**src/source/rx_vote_pkg.sv**
```systemverilog
package rx_vote_pkg;

	// Expected header fields.
	localparam logic [47:0] ETH_DST_MAC = 48'hdeadbeef0123;
	localparam logic [31:0] IP_SRC_ADDR = 32'hc0a80140;
	localparam logic [15:0] FRAME_MARKER = 16'h0102;

	// Byte counts within a frame, counted from 0.
	localparam int MAC_OFFSET = 6;
	localparam int IP_SRC_OFFSET = 26;
	localparam int MARKER_OFFSET = 32;
	localparam int SEGMENT_OFFSET = 34;
	localparam int PAYLOAD_OFFSET = 38;

	// Payload and slot sizes.
	localparam int PAYLOAD_BYTES = 16;
	localparam int PAYLOAD_BITS = PAYLOAD_BYTES * 8;
	localparam int PAYLOAD_INDEX_BITS = $clog2(PAYLOAD_BYTES);
	localparam int SEGMENT_COUNT = 4;
	localparam int SEGMENT_INDEX_BITS = $clog2(SEGMENT_COUNT);

	// Wide enough for a full-size Ethernet frame.
	localparam int FRAME_COUNT_BITS = 12;

	// Output value between bursts.
	localparam logic [7:0] IDLE_BYTE = 8'hff;

	// Byte 0 is the first payload byte on the wire.
	typedef logic [PAYLOAD_BYTES-1:0][7:0] payload_t;

endpackage
```
**src/source/vote_output_sequencer.sv**
```systemverilog
`timescale 1ns/1ns

module vote_output_sequencer import rx_vote_pkg::*; (
	input  logic                          clk125MHz,
	input  logic                          reset,
	input  logic [SEGMENT_COUNT-1:0]      segment_ready,
	input  payload_t                      voted_payload,
	output logic [SEGMENT_INDEX_BITS-1:0] read_segment,
	output logic                          release_pulse,
	output logic                          en_out,
	output logic [7:0]                    data_out,
	output logic [15:0]                   seg_out
);

	typedef enum logic {
		SELECT,
		STREAM
	} seq_state_t;

	seq_state_t state;
	logic [PAYLOAD_INDEX_BITS-1:0] byte_index;
	logic [SEGMENT_INDEX_BITS-1:0] lowest_ready;
	logic last_byte;

	// Lowest ready index wins.
	always_comb begin
		lowest_ready = '0;
		for (int i = SEGMENT_COUNT - 1; i >= 0; i--) begin
			if (segment_ready[i]) begin
				lowest_ready = SEGMENT_INDEX_BITS'(i);
			end
		end
	end

	assign last_byte = (byte_index == PAYLOAD_INDEX_BITS'(PAYLOAD_BYTES - 1));

	always_ff @(posedge clk125MHz) begin
		if (reset) begin
			state <= SELECT;
			read_segment <= '0;
			byte_index <= '0;
		end else begin
			case (state)
				SELECT: begin
					byte_index <= '0;
					if (|segment_ready) begin
						read_segment <= lowest_ready;
						state <= STREAM;
					end
				end
				STREAM: begin
					byte_index <= byte_index + 1'b1;
					if (last_byte) begin
						state <= SELECT;
					end
				end
				default: state <= SELECT;
			endcase
		end
	end

	assign en_out = (state == STREAM);
	assign release_pulse = en_out && last_byte;
	assign data_out = en_out ? voted_payload[byte_index] : IDLE_BYTE;
	assign seg_out = 16'(read_segment);

	// Each burst is one whole payload, never split or stretched.
	assert property (@(posedge clk125MHz) disable iff (reset)
		$rose(en_out) |-> en_out [*PAYLOAD_BYTES] ##1 !en_out);

endmodule

```
**config.mk**
```make
export PLATFORM = sky130hd
export DESIGN_NAME = vote_output_sequencer
export DESIGN_NICKNAME = d
export VERILOG_FILES = /design/src/source/rx_vote_pkg.sv /design/src/source/vote_output_sequencer.sv
export SDC_FILE = /design/constraint.sdc
export NUM_CORES = 1
export LEC_CHECK = 0
export ABC_CLOCK_PERIOD_IN_PS = 1920
export BUFFER_PORTS_ARGS = -buffer_cell sky130_fd_sc_hd__buf_4
export CAP_MARGIN = 5
export CORE_ASPECT_RATIO = 0.7
export CORE_MARGIN = 2
export CORE_UTILIZATION = 36
export DETAILED_ROUTE_END_ITERATION = 6
export PLACE_DENSITY = 0.83
export SYNTH_ARGS = -nofsm -noshare
export SYNTH_HDL_FRONTEND = slang
export SYNTH_SLANG_ARGS = --single-unit
```
**constraint.sdc**
```tcl
create_clock -name clk125MHz -period 1.92 [get_ports clk125MHz]
set_clock_uncertainty 0.1 [all_clocks]
set_input_delay 0.192 -clock clk125MHz [delete_from_list [all_inputs] [get_ports clk125MHz]]
set_output_delay 0.192 -clock clk125MHz [all_outputs]
set_load 0.01 [all_outputs]
```
Word-level counts from Yosys, hierarchy flattened --
Cells that the tools add are included.
Cells by class: reduce and logical (&&, ||, !) cells 3, equality and inequality tests 1, multiplexer cells 11, bitwise logic cells 1, add/subtract/negate cells 1, magnitude comparators 1
Operators with widths (count):
- 8-bit binary-select mux with 4-bit select | 1
- 8-bit two-way mux | 2
- 2-bit two-way mux | 4
- 4-bit one-hot mux with 2 select lines | 1
- 4-bit by 5-bit less-than comparator with 1-bit output (second input constant) | 1
- 4-bit by 1-bit adder with 4-bit output (second input constant) | 1
- 4-bit equality test (second input constant) | 1
- 4-bit OR reduction | 1
- 1-bit two-way mux | 2
- 1-bit one-hot mux with 2 select lines | 1
- 2-bit AND reduction | 1
- 1-bit logical AND | 1
- 1-bit NOT | 1
Word-level totals: flip-flop bits (word level) 7, input port bits 134, word-level logic and storage cells 21

Longest topological paths before layout --
word-level depth 4, mapped depth 6

Worst setup path before layout --
OpenSTA, ideal clock, no wires.
path kind register to output, start register byte_index[0], end output data_out[3], buffers on the path 2, arrival 1.508 ns, cell stages (with the launch flop) 6, setup slack 0.120 ns, cells stage by stage dfxtp_1 > buf_6 > buf_8 > mux4_2 > and2_1 > a211o_1
Between the ends: cells in the longest elaborated chain, start to end 3
Ends and longest elaborated chain:
- from (decl) | line vote_output_sequencer.sv:21 | logic [PAYLOAD_INDEX_BITS-1:0] byte_index;
- from (signal assigned) | line vote_output_sequencer.sv:52 | byte_index <= byte_index + 1'b1;
- 8-bit binary-select mux with 4-bit select | line vote_output_sequencer.sv:64 | assign data_out = en_out ? voted_payload[byte_index] : IDLE_BYTE;
- 8-bit two-way mux (not written as such) | line vote_output_sequencer.sv:64
- 8-bit two-way mux | line vote_output_sequencer.sv:64
- to (decl) | line vote_output_sequencer.sv:11 | output logic [7:0] data_out,
No other way between the ends. The select of a mux whose other input is x is not followed.

Worst setup path after layout --
start register byte_index[0], end output data_out[0]
The elaborated chain is that of the path after synthesis.

==> flow_summary_export.csv <==
group,metric,value,unit
outcome,status,"complete, but fails checks",
outcome,violations,"setup timing",
run,drv_cap,0,
clock_network,cts_sinks,7,
pwr,p_int,629,uW
pwr,p_comb_frac,0.576,
floorplan,die_area,4790,um2
detailed_routing,avgRoutedWirePerCell,17.3,um
floorplan,io-pin-count,162,
clock_network,clk_pin_slew,0.04,ns
detailed_routing,ant_nets,0,
global_routing,grt_pass1_vias,1942,
synthesis,synth_area_leader_cell,"mux2i_1",
floorplan,fp.dieW,81.9,um
global_routing,grt_usage,0.244,
placement,pre_cts_ws,-0.0411,ns
worst_setup_path,crit_chain,"buf_12 > mux4_2 > and2_4 > a211o_1 > buf_6",
synthesis,synth_fa_ha_area_frac,0.00818,
pwr,power.density,311,nW/um2
sta,slew_viol_final,0,
pwr,swShare,0.281,
placement,place_area,2660,um2
clock_network,root_buffer,"clkbuf_8",
cells_and_area,layout-drive-gt1-share,0.599,
worst_setup_path,crit_fanout,6,
worst_setup_path,slowest_stage,"mux4_2",
clock_network,cts_buffer_depth,2,
detailed_routing,drtIter0Drc,111,
pwr,total_power,874,uW
worst_setup_path,cpPeakStageDelay,0.50,ns
synthesis,synth_seq_area_share,0.0917,
clock_network,hold_buffers,0,
global_routing,antenna_found_initial,0,
sta,min_period_over_period,1.07,
pwr,irDropWorstVdd,300,uV
synthesis,ys_seq_elements,7,
worst_setup_path,critPathKind,"register to primary output",
sta,slew_headroom,0.634,
placement,io_buffers,147,
sta,fmax,485,MHz
worst_setup_path,reg2reg_depth,5,
detailed_routing,vias,1935,
worst_setup_path,crit_arrival,1.77,ns
hold_path,worstHoldPathCells,2,
pwr,p_leak,0.00125,uW
worst_setup_path,required,1.63,ns
synthesis,synth-edff-count,0,
sta,final-setup-viol-count,8,
cells_and_area,nets,448,
global_routing,grt_max_degree,33,
global_routing,overflow,0,
pwr,pwr-share-clk,0.236,
hold_path,hp-class,"input pin to register",
clock_network,htreeDepth,1,
synthesis,yosysMostFrequentCell,"mux2i_1",
floorplan,rows,19,
synthesis,synthXorXnorAreaFrac,0.0115,
clock_network,cts_tree,"done",
global_routing,grt_pass1_wl,8.94,mm
synthesis,yosysUniqueCellTypes,33,
placement,dp_hpwl,5.03,mm
synthesis,synth-compound-area-share,0.198,
sta,rsz0062_at_grt,"true",
synthesis,ys.flop_type,"dfxtp_1",
clock_network,clock_latency,0.23,ns
hold_path,hold_start,"reset",
detailed_routing,vias_per_cell,5.32,
synthesis,synth-simple-area-share,0.108,
floorplan,die_y,58.5,um
sta,final.min_clock_period,2.06,ns
detailed_routing,drc,0,
worst_setup_path,startpoint_type,"register",
synthesis,synth_top_area_frac,0.314,
sta,fin_ws,-0.141,ns
cells_and_area,antennaDiodeCount,0,
cells_and_area,design_area,2820,um2
synthesis,synth_area_leaders,"mux2i_1 (31%), dfxtp_1 (9.2%), buf_4 (7.9%), mux4_2 (7.4%), mux4_1 (5.2%)",
placement,gp_congestion,0.801,
sta,setup_tns,-0.898,ns
pwr,sequentialPowerShare,0.188,
pwr,power_switching,245,uW
sta,worstMarginPinSlew,0.549,ns
worst_setup_path,cp-end-kind,"primary output",
sta,fin_hold_ws,0.0540,ns
worst_setup_path,timing.rr.start,"byte_index[0]$_SDFF_PP0_",
synthesis,syn_area,1530,um2
synthesis,synth_top_family_by_area,"multiplexers",
clock_network,numCtsBuffers,3,
cells_and_area,area.growth.synth_to_final,84.1,%
synthesis,yosys_warnings,0,
synthesis,async_reset_ff_frac,0,
detailed_routing,routed_wl,6.30,mm
floorplan,core,3990,um2
synthesis,syn_avg_cell_area,9.16,um2
synthesis,synth.area.mux_share,0.439,
floorplan,start_util,0.383,
worst_setup_path,critPathLaunch,"byte_index[0]$_SDFF_PP0_",
clock_network,cts_setup_buffers,0,
synthesis,syn_inst,167,
detailed_routing,dr.pass1.iters,4,
sta,hold_viol,0,
synthesis,synth_common_cells,"mux2i_1 (48), buf_4 (16), nor2_1 (10)",
[state kept, by name (all words and copies together) (netlist names)]
signal / flops
en_out: 1
byte_index: 4
read_segment: 2
[layer usage]
layer  vias up  part of all wire  GRT usage
met1       914              0.41      0.311
met3        12             0.091     0.0598
met4         0             0.017     0.0667
met5         -                 0          0
met2        96              0.48      0.415
li1        913                 -          -
[cell families (layout without fill, tap and decap cells)]
kind of cell,Yosys count,after routing
muxes,56,56
AOI/OAI and AO/OA,36,36
buffers and inverters,34,166
and+or+nand+nor,30,30
DFF,7,7
xor gates and xnor gates,2,2
adders and majority gates,1,1
other,1,14
[what timing repair did]
action | 4_1_cts | 5_1_grt
setup endpoints to repair | 8 | 8
pin swaps | 8 | 0
gates cloned | 0 | 2
resized for setup | 23 | 6
[critical path: cells and delay by family, from the launching register on]
| family | cells | cell delay (ns) |
|---|---|---|
| muxes | 1 | 0.50 |
| DFF | 1 | 0.35 |
| and+or+nand+nor | 1 | 0.18 |
| buffers and inverters | 2 | 0.26 |
| AOI/OAI and AO/OA | 1 | 0.25 |
[cell type report]
type                       count  area [um2]
sequential                     7         145
tap                           52        65.1
multi-input combinational    139        1250
fill                         333        1180
clock buffer                   4        45.0
inverter                       3        11.3
timing repair buffer         159        1300
[power by group through the flow]
stage	clock network (uW)	logic (uW)	registers, uW
6_report	207	504	164
2_1_floorplan	0	209	161
4_1_cts	211	492	164
3_5_place_dp	0	464	165
5_1_grt	221	542	165
3_3_place_gp	0	457	164
[stage by stage]
stage	util	std cells
6_report	0.705	364
5_1_grt	0.705	364
4_1_cts	0.690	362
3_5_place_dp	0.665	358
3_3_place_gp	0.665	358
2_1_floorplan	-	180
[worst paths after layout]
kind                                                     end  slack, ns
worst min register to register  read_segment[0]$_SDFFE_PP0P_       0.42
worst max register to register             en_out$_SDFF_PP0_       0.56
worst min-delay path                       en_out$_SDFF_PP0_       0.05
worst max-delay path                             data_out[0]      -0.14
[placed cells by master, fill, tap and decap left out, drive strengths merged, types with 2 or more instances in the layout]
cell,n
a211o,8
a221oi,8
a22oi,8
and2,9
buf,157
clkbuf,6
conb,14
dfxtp,7
inv,3
mux2i,48
mux4,8
nand2b,2
nor2,10
nor3,3
o21ba,2
o221ai,8
No activity file was read; power rests on OpenSTA's default activity.
