$ cat config.mk
export PLATFORM = sky130hd
export DESIGN_NAME = rx_frame_parser
export DESIGN_NICKNAME = d
export VERILOG_FILES = /design/src/source/rx_vote_pkg.sv /design/src/source/rx_frame_parser.sv
export SDC_FILE = /design/constraint.sdc
export NUM_CORES = 1
export LEC_CHECK = 0
export BUFFER_PORTS_ARGS = -buffer_cell sky130_fd_sc_hd__buf_2
export CORE_MARGIN = 2
export CORE_UTILIZATION = 56
export DETAILED_ROUTE_END_ITERATION = 6
export PLACE_DENSITY = 0.85
export SLEW_MARGIN = 20
export SYNTH_ARGS = -nofsm -noshare
export SYNTH_HDL_FRONTEND = slang
export SYNTH_SLANG_ARGS = --single-unit
export TNS_END_PERCENT = 10
$ cat constraint.sdc
create_clock -name clk125MHz -period 7.77 [get_ports clk125MHz]
set_input_delay 1.1655 -clock clk125MHz [delete_from_list [all_inputs] [get_ports clk125MHz]]
set_output_delay 1.1655 -clock clk125MHz [all_outputs]
set_load 0.005 [all_outputs]
$ cat src/source/rx_vote_pkg.sv
package rx_vote_pkg;

	// Expected header fields.
	localparam logic [47:0] ETH_DST_MAC = 48'hdeadbeef0123;
	localparam logic [31:0] IP_SRC_ADDR = 32'hc0a80140;
	localparam logic [15:0] FRAME_MARKER = 16'h0102;

	// Byte counts within a frame, counted from 0.
	localparam int MAC_OFFSET = 6;
	localparam int IP_SRC_OFFSET = 26;
	localparam int MARKER_OFFSET = 32;
	localparam int SEGMENT_OFFSET = 34;
	localparam int PAYLOAD_OFFSET = 38;

	// Payload and slot sizes.
	localparam int PAYLOAD_BYTES = 16;
	localparam int PAYLOAD_BITS = PAYLOAD_BYTES * 8;
	localparam int PAYLOAD_INDEX_BITS = $clog2(PAYLOAD_BYTES);
	localparam int SEGMENT_COUNT = 4;
	localparam int SEGMENT_INDEX_BITS = $clog2(SEGMENT_COUNT);

	// Wide enough for a full-size Ethernet frame.
	localparam int FRAME_COUNT_BITS = 12;

	// Output value between bursts.
	localparam logic [7:0] IDLE_BYTE = 8'hff;

	// Byte 0 is the first payload byte on the wire.
	typedef logic [PAYLOAD_BYTES-1:0][7:0] payload_t;

endpackage
$ cat src/source/rx_frame_parser.sv
`timescale 1ns/1ns

module rx_frame_parser import rx_vote_pkg::*; (
	input  logic       clk125MHz,
	input  logic       reset,
	input  logic [7:0] rx_data,
	input  logic       rx_enable,
	output logic       copy_valid,
	output logic [15:0] copy_segment,
	output payload_t   copy_payload
);

	localparam int LAST_PAYLOAD_COUNT = PAYLOAD_OFFSET + PAYLOAD_BYTES - 1;

	logic [7:0] rx_data_q;
	logic rx_en_q;
	logic [FRAME_COUNT_BITS-1:0] byte_count;
	logic header_ok;
	logic frame_complete;
	logic frame_end;
	logic header_byte;
	logic [7:0] expected_byte;
	logic [PAYLOAD_INDEX_BITS-1:0] payload_index;

	assign payload_index = PAYLOAD_INDEX_BITS'(byte_count - PAYLOAD_OFFSET);

	// Expected value for the header byte now in rx_data_q.
	always_comb begin
		header_byte = 1'b0;
		expected_byte = 8'h00;
		if (byte_count >= MAC_OFFSET && byte_count < MAC_OFFSET + 6) begin
			header_byte = 1'b1;
			expected_byte = ETH_DST_MAC[8 * (MAC_OFFSET + 5 - byte_count) +: 8];
		end else if (byte_count >= IP_SRC_OFFSET && byte_count < IP_SRC_OFFSET + 4) begin
			header_byte = 1'b1;
			expected_byte = IP_SRC_ADDR[8 * (IP_SRC_OFFSET + 3 - byte_count) +: 8];
		end else if (byte_count >= MARKER_OFFSET && byte_count < MARKER_OFFSET + 2) begin
			header_byte = 1'b1;
			expected_byte = FRAME_MARKER[8 * (MARKER_OFFSET + 1 - byte_count) +: 8];
		end
	end

	always_ff @(posedge clk125MHz) begin
		rx_data_q <= rx_data;
		if (reset) begin
			rx_en_q <= 1'b0;
			byte_count <= '0;
			header_ok <= 1'b1;
			frame_complete <= 1'b0;
			frame_end <= 1'b0;
			copy_valid <= 1'b0;
		end else begin
			rx_en_q <= rx_enable;
			// High in the cycle after the last byte was checked.
			frame_end <= rx_en_q && !rx_enable;
			copy_valid <= frame_end && header_ok && frame_complete &&
				(copy_segment < SEGMENT_COUNT);

			if (rx_en_q && rx_enable) begin
				byte_count <= byte_count + 1'b1;
			end else begin
				byte_count <= '0;
			end

			// Flags rearm between frames, after the end decision has read them.
			if (!rx_en_q) begin
				header_ok <= 1'b1;
				frame_complete <= 1'b0;
			end else begin
				if (header_byte && rx_data_q != expected_byte) begin
					header_ok <= 1'b0;
				end
				if (byte_count == LAST_PAYLOAD_COUNT) begin
					frame_complete <= 1'b1;
				end
			end
		end
	end

	// Segment number and payload capture.
	always_ff @(posedge clk125MHz) begin
		if (rx_en_q) begin
			if (byte_count == SEGMENT_OFFSET) begin
				copy_segment[15:8] <= rx_data_q;
			end
			if (byte_count == SEGMENT_OFFSET + 1) begin
				copy_segment[7:0] <= rx_data_q;
			end
			if (byte_count >= PAYLOAD_OFFSET && byte_count <= LAST_PAYLOAD_COUNT) begin
				copy_payload[payload_index] <= rx_data_q;
			end
		end
	end

	// One strobe per frame, even with back-to-back frames.
	assert property (@(posedge clk125MHz) disable iff (reset)
		copy_valid |=> !copy_valid);

	assert property (@(posedge clk125MHz) disable iff (reset)
		copy_valid |-> copy_segment < SEGMENT_COUNT);

endmodule

# ---- Word-level counts from Yosys, hierarchy flattened
# Cells that the tools add are included.
dict set report totals {
  register_bits 169
}
dict set report op_classes {
  order_cmp 11
  shift 3
  n_addsub 5
  mux 9
  n_reduce_logical 17
  n_eq_ne 4
  bitwise_logic 2
}
# op n
set ops {}
lappend ops {{$bwmux 128} 1}
lappend ops {{$shiftx 48x33->8 const A} 1}
lappend ops {{$eq 12x6->1 const B} 3}
lappend ops {{$shiftx 16x33->8 const A} 1}
lappend ops {{$shiftx 32x33->8 const A} 1}
lappend ops {{$demux 8 s4} 1}
lappend ops {{$mux 8} 4}
lappend ops {{$ge 12x6->1 const B} 2}
lappend ops {{$lt 16x3->1 const B} 1}
lappend ops {{$sub 4x12->13 const A} 1}
lappend ops {{$sub 5x12->13 const A} 1}
lappend ops {{$sub 6x12->13 const A} 1}
lappend ops {{$add 12x1->12 const B} 1}
lappend ops {{$ge 12x3->1 const B} 1}
lappend ops {{$ge 12x5->1 const B} 1}
lappend ops {{$le 12x6->1 const B} 1}
lappend ops {{$lt 12x4->1 const B} 1}
lappend ops {{$lt 12x5->1 const B} 1}
lappend ops {{$lt 12x6->1 const B} 1}
lappend ops {{$logic_and 1x1->1} 11}
lappend ops {{$ne 8x8->1} 1}
lappend ops {{$reduce_and 2->1} 3}
lappend ops {{$lt 4x5->1 const B} 1}
lappend ops {{$ge 4x1->1 const B} 1}
lappend ops {{other kinds (5)} 9}

# ---- Logic depth before layout (Yosys ltp)
# Gate-level depths: netlist of the first run.
dict set report logic_depth {
  depth_word 7
  ltp_mapped 10
}

# ---- Worst setup path before layout of the first run
# OpenSTA, ideal clock, no wires.
dict set report synth_timing {
  path_type {reg-to-reg}
  from {register byte_count[11]}
  to {register copy_segment[10], enable pin}
  stages_incl_launch_ff 7
  n_path_buf 0
  setup_slack_ns 5.046
  arrival_ns 2.326
  setup_ns 0.398
  path_cell_list {dfxtp_1 -> or4_4 -> nor3_1 -> nand2_1 -> nor2_1 -> nand2_1 -> nor4b_1}
}
dict set report synth_between {
  elab_chain_len 2
}
# element line
set synth_rtl {}
lappend synth_rtl {{start, declared} rx_frame_parser.sv:17} ;# logic [FRAME_COUNT_BITS-1:0] byte_count;
lappend synth_rtl {{start signal, assigned} rx_frame_parser.sv:60} ;# byte_count <= byte_count + 1'b1;
lappend synth_rtl {{$eq 12x6->1} rx_frame_parser.sv:83} ;# if (byte_count == SEGMENT_OFFSET) begin
lappend synth_rtl {{$reduce_and 2->1 (no line)} n/a}
lappend synth_rtl {{end signal, assigned} rx_frame_parser.sv:84} ;# copy_segment[15:8] <= rx_data_q;
lappend synth_rtl {{end, declared} rx_frame_parser.sv:9} ;# output logic [15:0] copy_segment,
# No other way between the ends.
# A chain may end at the register's enable or synchronous reset.

# ---- Final worst setup path of the first run
dict set report layout_timing {
  from {register byte_count[3]}
  to {register header_ok}
}
dict set report layout_between {
  elab_chain_len 7
}
# element line
set layout_rtl {}
lappend layout_rtl {{$sub 6x12->13, or another cell as far along} rx_frame_parser.sv:39} ;# expected_byte = FRAME_MARKER[8 * (MARKER_OFFSET + 1 - byte_count) +: 8];
lappend layout_rtl {{$shiftx 16x33->8 or $logic_and 1x1->1 (tied branches)} {rx_frame_parser.sv:39, rx_frame_parser.sv:37}}
lappend layout_rtl {{$mux 8} rx_frame_parser.sv:37} ;# end else if (byte_count >= MARKER_OFFSET && byte_count < MARKER_OFFSET + 2) begin
lappend layout_rtl {{$mux 8} rx_frame_parser.sv:34} ;# end else if (byte_count >= IP_SRC_OFFSET && byte_count < IP_SRC_OFFSET + 4) begin
lappend layout_rtl {{$mux 8} rx_frame_parser.sv:31} ;# if (byte_count >= MAC_OFFSET && byte_count < MAC_OFFSET + 6) begin
lappend layout_rtl {{$ne 8x8->1} rx_frame_parser.sv:70} ;# if (header_byte && rx_data_q != expected_byte) begin
lappend layout_rtl {{$logic_and 1x1->1 (*)} rx_frame_parser.sv:70}
lappend layout_rtl {{end signal, assigned} rx_frame_parser.sv:48} ;# header_ok <= 1'b1;
lappend layout_rtl {{end signal, assigned} rx_frame_parser.sv:67} ;# header_ok <= 1'b1;
lappend layout_rtl {{end signal, assigned} rx_frame_parser.sv:71} ;# header_ok <= 1'b0;
lappend layout_rtl {{end, declared} rx_frame_parser.sv:18} ;# logic header_ok;
# Mark *: on every way between the ends. The rest lies on a longest branch, timed or not.

==> flow_metrics.env, run 1 <==
export IMPL_reg2reg_depth=9
export IMPL_fin_worst_skew_ns=0.0122
export IMPL_h_tree_depth=4
export IMPL_cts_hold_buf=0
export IMPL_grt_max_degree=22
export IMPL_period_share_pct=42.5
export IMPL_synth_edf_count=144
export IMPL_rows=37
export IMPL_clkTransAtPathRegs_ns=0.06
export IMPL_finalNetCount=541
export IMPL_powerDensity_nw_per_um2=242
export IMPL_yosys_area_share_adder_pct=2.86
export IMPL_ys_top_cells_by_area="edfxtp_1, dfxtp_1, ha_1"
export IMPL_max_slew_margin_pct=35.9
export IMPL_synthMuxAreaShare_pct=0.166
export IMPL_io_buffers=155
export IMPL_synthArstFlopShare_pct=0
export IMPL_drc=0
export IMPL_area_delta_synth_final_pct=24.4
export IMPL_numClockSinks=169
export IMPL_setup_tns_ns=0
export IMPL_diodes=0
export IMPL_cap_viol_max_count=0
export IMPL_ir_drop_mv=0.240
export IMPL_hold_class="reg -> reg"
export IMPL_cts_tree="done"
export IMPL_status="complete, no violations"
export IMPL_worstSkewPairLatency_ns=0.54
export IMPL_worst_path_max_fanout=11
export IMPL_grt_pass1_vias=3752
export IMPL_drt_pass1_iterations=5
export IMPL_die_area_sq_um=11600
export IMPL_fin_util_pct=72.2
export IMPL_p_sw_uw=372
export IMPL_numCtsBuffers=17
export IMPL_holdPathStages=2
export IMPL_drt_initial_drc_count=545
export IMPL_viasPerCell=5.82
export IMPL_setup_violations_final=0
export IMPL_ant_nets=0
export IMPL_coreArea_sq_um=10400
export IMPL_critPathRequiredTime_ns=8.21
export IMPL_finalCriticalPeriod_ns=3.31
export IMPL_crit_type="reg -> reg"
export IMPL_cts_setup_buffers=0
export IMPL_syn_area_sq_um=6040
export IMPL_cts_resized=0
export IMPL_cp_end_kind="register"
export IMPL_dpl_cell_area_sq_um=6950
export IMPL_ys_ff_latch=169
export IMPL_syn_avg_cell_area_sq_um=17.3
export IMPL_placedCellCount=634
export IMPL_final_area_sq_um=7520
export IMPL_fp_dieH_um=108
export IMPL_yosys_area_top_type="edfxtp_1"
export IMPL_synthDistinctLibCells=57
export IMPL_seq_power_share_pct=54.8
export IMPL_arrival_ns=3.75
export IMPL_fmax_ghz=0.303
export IMPL_syn_nets=373
export IMPL_intPower_mw=1.45
export IMPL_synth_simple_area_share_pct=9.09
export IMPL_grt_pass1_wl_um=22200
export IMPL_synth_warnings=0
export IMPL_gp_congestion=0.963
export IMPL_synth_ff_type="edfxtp_1"
export IMPL_synth_top_family_by_area="simple AND/OR/NAND/NOR gates"
export IMPL_die_w_um=108
export IMPL_synth_compound_area_share_pct=4.31
export IMPL_start_kind="register"
export IMPL_synth_cells=349
export IMPL_overflow=0
export IMPL_synth_xor_area_share_pct=2.32
export IMPL_slew_viol_final=0
export IMPL_routedWlPerCell_um=22.6
export IMPL_start_util_pct=58.0
export IMPL_antenna_found_initial=0
export IMPL_wl_um=15100
export IMPL_p_clk_share_pct=44.4
export IMPL_vias=3879
export IMPL_clk_path_buf_depth=2
export IMPL_io_pins=156
export IMPL_drive_above_1_share_pct=38.7
export IMPL_ys_seq_area_share_pct=79.8
export IMPL_tightest_slew_ns=0.960
export IMPL_rsz0062_at_grt="no"
export IMPL_finalNonFillerCells=666
export IMPL_place_hpwl_um=9040
export IMPL_hold_viol=0
export IMPL_globalRouteTotalUtil_pct=26.7
export IMPL_combPwrFrac_pct=0.8
export IMPL_sw_frac_of_total_pct=20.4
export IMPL_root_buffer="clkbuf_8"
export IMPL_power_leakage_nw=2.74
export IMPL_netlist_area_leader_share_pct=71.6
worst max-delay path: stages (launching register included):
cell       delay (ns)
dfxtp_1          0.65
inv_1            0.25
ha_1             0.36
nor2b_1          0.44
nand3_1          0.17
o31ai_1          0.30
a2bb2oi_2        0.11
xnor2_1          0.16
or4_1            0.57
o31ai_2          0.20
synthesized netlist by cell type (2+ instances only):
| cell type | n |
|---|---|
| and4_1 | 2 |
| dfxtp_1 | 25 |
| xor2_1 | 8 |
| edfxtp_1 | 144 |
| nor4_1 | 3 |
| nor2_1 | 35 |
| a21oi_1 | 7 |
| buf_2 | 3 |
| nand3_1 | 7 |
| buf_4 | 4 |
| ha_1 | 13 |
| nor2b_1 | 2 |
| nand2b_1 | 3 |
| nand4_1 | 8 |
| o21ai_0 | 7 |
| nand2_1 | 20 |
| or3_1 | 3 |
| nor3_1 | 4 |
| inv_1 | 6 |
| xnor2_1 | 8 |
state kept, by name, summed over array words and instances, names as in the netlist:
name / count
rx_data_q: 8
header_ok: 1
copy_valid: 1
copy_payload: 128
frame_complete: 1
copy_segment: 16
byte_count: 12
rx_en_q: 1
frame_end: 1
kinds of logic (layout without fill, tap and decap cells):
family	Yosys count	after routing
flops	169	169
compound gates	31	31
mux	1	1
fa+ha+maj	14	14
simple gates	102	102
xor+xnor	16	16
buf+inv	16	197
cell type report:
type,count,area (sq um)
clock buffers,18,418
clock inverters,14,148
fillers,576,2900
inverters,7,26.3
multi-input cells,164,1130
flip-flops and latches,169,4820
well taps,136,170
repair buffers,158,798
final timing paths:
path / start / endpoint / slack [ns]
min: frame_complete / frame_complete / 0.53
max reg2reg: byte_count[3] / header_ok / 4.46
min reg2reg: frame_complete / frame_complete / 0.53
max: byte_count[3] / header_ok / 4.46
placed cells by master, fill, tap and decap left out, drive strengths merged, types with 5 or more instances in the layout:
cell type	count
buf	158
edfxtp	144
nor2	35
dfxtp	25
nand2	20
clkbuf	18
ha	13
inv	10
xnor2	8
nand4	8
xor2	8
nand3	8
o21ai	8
a21oi	8
clkinv	7
nor3	5
metal layers:
layer  share of wire [%]  track usage (%)  vias up
li1                    -                -     1649
met1                  37             33.4     1878
met2                  51             44.3      306
met3                 8.7             6.36       46
met4                 3.4             12.5        0
met5                   0                0        -
metrics by stage:
stage               setup slack (ns)  hold slack [ns]  total power, mW
floorplan                       5.05            0.437             1.02
global placement                4.85            0.463             1.03
detailed placement              4.60            0.483             1.03
CTS                             4.55            0.535             1.82
global route                    4.35            0.553             1.86
finish                          4.46            0.526             1.82
power by group through the flow:
stage | Clock [mW] | Combinational [mW] | Sequential, mW
6_report | 0.809 | 0.0140 | 0.999
3_3_place_gp | 0 | 0.0123 | 1.02
2_1_floorplan | 0 | 0.00498 | 1.01
3_5_place_dp | 0 | 0.0130 | 1.02
5_1_grt | 0.843 | 0.0151 | 1.00
4_1_cts | 0.810 | 0.0135 | 0.999
Power figures use the tool's default switching activity.
==> inputs of run 2 (changes only) <==
Settings changed: CORE_UTILIZATION 56 to 47, PLACE_DENSITY 0.85 to 0.76.
Clock period 7.77 ns to 2.9 ns, I/O delays scaled along.
==> run 2 against run 1 <==
Compared with the run above: register-to-register slack worse by 4.3 ns; setup slack got worse by 4.3 ns; global-route usage down 7.6 points; total power rose to 2.6 times the previous value; count of clock-buffer cells in the layout is the same; flip-flop and latch count unchanged; clock skew rose by 0.0020 ns; design area is 3.6% higher; final cell count is 9.8% higher; sequential share of layout area down 2.2 points; die area grew 18%; clock power grew to 2.6 times the previous value; critical endpoint unchanged; largest cell class unchanged.
==> flow_metrics.env, run 2 (synthesized netlist as in run 1, its figures left out) <==
export IMPL_status="complete, no violations"
export IMPL_powerDensity_nw_per_um2=616
export IMPL_die_area_sq_um=13800
export IMPL_drc=0
export IMPL_slew_viol_final=0
export IMPL_combPwrFrac_pct=1.4
export IMPL_root_buffer="clkbuf_16"
export IMPL_clkTransAtPathRegs_ns=0.07
export IMPL_numClockSinks=169
export IMPL_grt_max_degree=21
export IMPL_start_kind="register"
export IMPL_drt_pass1_iterations=4
export IMPL_vias=3680
export IMPL_antenna_found_initial=0
export IMPL_worst_path_max_fanout=8
export IMPL_overflow=0
export IMPL_critPathRequiredTime_ns=3.23
export IMPL_sw_frac_of_total_pct=21.1
export IMPL_grt_pass1_vias=3512
export IMPL_area_delta_synth_final_pct=28.9
export IMPL_coreArea_sq_um=12600
export IMPL_rows=41
export IMPL_hold_class="in -> reg"
export IMPL_drive_above_1_share_pct=42.9
export IMPL_fp_dieH_um=117
export IMPL_hold_viol=0
export IMPL_ant_nets=0
export IMPL_start_util_pct=48.1
export IMPL_cap_viol_max_count=0
export IMPL_fmax_ghz=0.372
export IMPL_finalCriticalPeriod_ns=2.69
export IMPL_p_sw_mw=1.01
export IMPL_diodes=0
export IMPL_layout_commonest_cell="buf_2"
export IMPL_setup_tns_ns=0
export IMPL_gp_congestion=0.903
export IMPL_h_tree_depth=4
export IMPL_intPower_mw=3.79
export IMPL_period_share_pct=92.6
export IMPL_power_leakage_nw=2.88
export IMPL_viasPerCell=5.03
export IMPL_crit_type="reg -> reg"
export IMPL_worstSkewPairLatency_ns=0.42
export IMPL_grt_pass1_wl_um=19900
export IMPL_numCtsBuffers=17
export IMPL_place_hpwl_um=8790
export IMPL_drt_initial_drc_count=410
export IMPL_p_clk_share_pct=43.4
export IMPL_largest_reg_flops=128
export IMPL_setup_violations_final=0
export IMPL_fin_worst_skew_ns=0.0143
export IMPL_ir_drop_mv=0.438
export IMPL_top_regs="copy_payload: 128 flops, copy_segment: 16 flops, byte_count: 12 flops"
export IMPL_cts_tree="done"
export IMPL_routedWlPerCell_um=17.8
export IMPL_cts_hold_buf=0
export IMPL_max_slew_margin_pct=51.6
export IMPL_final_cell_mix="buf_2, edfxtp_1, nor2_1"
export IMPL_io_buffers=155
export IMPL_die_w_um=117
export IMPL_clk_path_buf_depth=2
export IMPL_top_register="copy_payload"
export IMPL_seq_power_share_pct=55.2
export IMPL_io_pins=156
export IMPL_globalRouteTotalUtil_pct=19.1
export IMPL_arrival_ns=3.02
export IMPL_cp_end_kind="register"
export IMPL_tightest_slew_ns=0.725
export IMPL_finalNetCount=570
export IMPL_wl_um=13000
export IMPL_fin_hold_ws_ns=0.118
run 2: final timing paths:
kind / startpoint / end / slack [ns] / depth (start not counted)
setup / recovery: byte_count[3] / header_ok / 0.21 / 9
hold / removal: rx_data[1] / rx_data_q[1] / 0.12 / 1
setup reg to reg: byte_count[3] / header_ok / 0.21 / 9
hold reg to reg: frame_complete / frame_complete / 0.49 / 2
run 2: repair_timing:
item | in CTS | in global routing
buffers inserted | 0 | 1
resized for setup | 0 | 4
endpoints found under the hold margin | 0 | 0
endpoints found under the setup margin | 0 | 1
run 2: power by group through the flow:
stage	logic, mW	registers, mW	clock network [mW]
final	0.0665	2.65	2.08
after global routing	0.0716	2.65	2.21
after CTS	0.0670	2.65	2.12
after detailed placement	0.0666	2.70	0
after global placement	0.0657	2.70	0
after floorplan	0.0133	2.71	0
run 2: area by class of cell:
class | count | area [sq um]
repair buffers | 187 | 1020
flip-flops and latches | 169 | 4820
well taps | 172 | 215
fillers | 863 | 4780
multi-input cells | 164 | 1140
clock buffers | 18 | 429
inverters | 7 | 26.3
clock inverters | 14 | 133
run 2: worst max-delay path: stages, from the launching register on:
cell	delay, ns
dfxtp_1	0.38
inv_1	0.21
ha_2	0.27
a21oi_4	0.08
a211oi_4	0.41
o2111a_1	0.27
mux2i_1	0.18
o21ai_0	0.11
or4_1	0.50
o31ai_2	0.18
run 2: per-layer routing:
metal	GRT usage, %	share of wire [%]
met1	24.6	41
met2	31.3	49
met3	5.40	7.3
met4	6.70	2.3
met5	0	0
run 2: stage by stage:
| stage | total power, mW | cells | util, % | setup WS [ns] | cell area [sq um] |
|---|---|---|---|---|---|
| final | 4.80 | 731 | 62.0 | 0.214 | 7790 |
| after global routing | 4.93 | 731 | 62.0 | -0.000592 | 7790 |
| after CTS | 4.83 | 730 | 61.8 | 0.172 | 7770 |
| after detailed placement | 2.77 | 698 | 57.3 | 0.199 | 7210 |
| after global placement | 2.77 | 698 | 57.3 | 0.297 | 7210 |
| after floorplan | 2.72 | 349 | - | 0.176 | 6040 |
==> inputs of run 3 (changes only) <==
Settings changed: CORE_ASPECT_RATIO set to 0.9.
==> run 3 against run 2 <==
Compared with the run above: largest cell class unchanged; wire length up 9.7%; non-clock buffer count up 2; first-iteration DRC count down 16%; count of clock-buffer cells in the layout up 4; design area up 0.26%; setup slack better by 0.064 ns.
==> flow_metrics.env, run 3 (synthesized netlist as in run 1, its figures left out) <==
export IMPL_status="complete, no violations"
export IMPL_powerDensity_nw_per_um2=629
export IMPL_crit_chain="inv_1 > ha_1 > nor2b_1 > nand3_1 > o31ai_1 > a2bb2oi_2 > xnor2_1 > or4_1 > o31ai_2"
export IMPL_finalCriticalPeriod_ns=2.62
export IMPL_gp_congestion=0.936
export IMPL_coreArea_sq_um=12600
export IMPL_start_kind="register"
export IMPL_overflow=0
export IMPL_antenna_found_initial=0
export IMPL_cp_endpoint="header_ok"
export IMPL_hold_viol=0
export IMPL_io_pins=156
export IMPL_area_delta_synth_final_pct=29.2
export IMPL_cts_hold_buf=0
export IMPL_io_buffers=155
export IMPL_max_stage_delay_ns=0.57
export IMPL_viasPerCell=5.15
export IMPL_p_total_mw=4.91
export IMPL_cpMaxStageDelayCell="or4_1"
export IMPL_drive_above_1_share_pct=42.1
export IMPL_fin_util_pct=61.8
export IMPL_fp_dieH_um=112
export IMPL_top_register="copy_payload"
export IMPL_max_slew_margin_pct=33.1
export IMPL_setup_violations_final=0
export IMPL_start_util_pct=47.8
export IMPL_drc=0
export IMPL_rsz0062_at_grt="no"
export IMPL_rows=39
export IMPL_cts_resized=0
export IMPL_globalRouteTotalUtil_pct=21.5
export IMPL_grt_pass1_wl_um=21200
export IMPL_startpoint="byte_count[2]"
export IMPL_cts_tree="done"
export IMPL_numClockSinks=169
export IMPL_h_tree_depth=4
export IMPL_die_w_um=124
export IMPL_hold_class="in -> reg"
export IMPL_cap_viol_max_count=0
export IMPL_numCtsBuffers=17
export IMPL_reg2reg_depth=9
export IMPL_root_buffer="clkbuf_16"
export IMPL_cp_end_kind="register"
export IMPL_ir_drop_mv=0.482
export IMPL_fmax_ghz=0.381
export IMPL_ant_nets=0
export IMPL_tightest_slew_ns=1.00
export IMPL_reg2reg_to="header_ok"
export IMPL_place_hpwl_um=9560
export IMPL_fin_worst_skew_ns=0.00907
export IMPL_worstSkewPairLatency_ns=0.42
export IMPL_die_area_sq_um=13800
export IMPL_largest_reg_flops=128
export IMPL_fin_hold_ws_ns=0.119
export IMPL_r2r_start="byte_count[2]"
export IMPL_reg2reg_slack_ns=0.28
export IMPL_setup_tns_ns=0
export IMPL_routedWlPerCell_um=19.6
export IMPL_clk_path_buf_depth=2
export IMPL_wl_um=14200
export IMPL_top_regs="copy_payload: 128 flops, copy_segment: 16 flops, byte_count: 12 flops"
export IMPL_slew_viol_final=0
export IMPL_finalNetCount=572
export IMPL_cts_setup_buffers=0
export IMPL_drt_initial_drc_count=344
export IMPL_worst_path_max_fanout=8
export IMPL_period_share_pct=90.4
export IMPL_power_leakage_nw=2.91
export IMPL_grt_pass1_vias=3784
export IMPL_vias=3736
export IMPL_grt_max_degree=21
export IMPL_final_cell_mix="buf_2, edfxtp_1, nor2_1"
export IMPL_drt_pass1_iterations=4
export IMPL_diodes=0
export IMPL_crit_type="reg -> reg"
export IMPL_layout_commonest_cell="buf_2"
export IMPL_clkTransAtPathRegs_ns=0.06
export IMPL_critPathRequiredTime_ns=3.23
export IMPL_arrival_ns=2.95
[run 3: worst min path at each step]
| stage | cells past startpoint | to | from |
|---|---|---|---|
| after CTS | 1 | rx_data_q[1] | rx_data[1] |
| after global placement | 2 | frame_complete | frame_complete |
| after detailed placement | 2 | frame_complete | frame_complete |
| after floorplan | 2 | frame_complete | frame_complete |
| after global routing | 1 | rx_data_q[1] | rx_data[1] |
| final | 1 | rx_data_q[1] | rx_data[1] |
[run 3: critical path: cells and delay by family (launching register included)]
| family | cells | cell delay [ns] |
|---|---|---|
| compound gates | 3 | 0.57 |
| xor+xnor | 1 | 0.13 |
| fa+ha+maj | 1 | 0.33 |
| buf+inv | 1 | 0.20 |
| flops | 1 | 0.44 |
| simple gates | 3 | 0.87 |
[run 3: final cells by class]
cell class / count / area [sq um]
clock buffers: 22 / 464
clock inverters: 10 / 118
inverters: 7 / 26.3
repair buffers: 189 / 1030
fillers: 924 / 4830
flip-flops and latches: 169 / 4820
multi-input cells: 164 / 1140
well taps: 164 / 205
[run 3: power breakdown]
part           total, mW  leakage, nW  internal, mW  switching [mW]
combinational     0.0685         1.13        0.0188          0.0497
clock               2.19        0.275          1.32           0.872
sequential          2.65         1.50          2.64          0.0139
total               4.91         2.91          3.97           0.936
[run 3: metal layers]
| metal | vias up | track usage [%] | part of all wire, % |
|---|---|---|---|
| li1 | 1709 | - | - |
| met1 | 1825 | 27.8 | 43 |
| met2 | 182 | 33.8 | 48 |
| met3 | 20 | 6.20 | 7.5 |
| met4 | 0 | 9.55 | 2.4 |
| met5 | - | 0 | 0 |
[run 3: per-stage QoR]
stage / instances / cell area, sq um / setup slack (ns)
final: 725 / 7810 / 0.279
after detailed placement: 693 / 7230 / 0.342
after global routing: 725 / 7810 / 0.0444
after CTS: 725 / 7810 / 0.305
after floorplan: 349 / 6040 / 0.176
after global placement: 693 / 7230 / 0.325
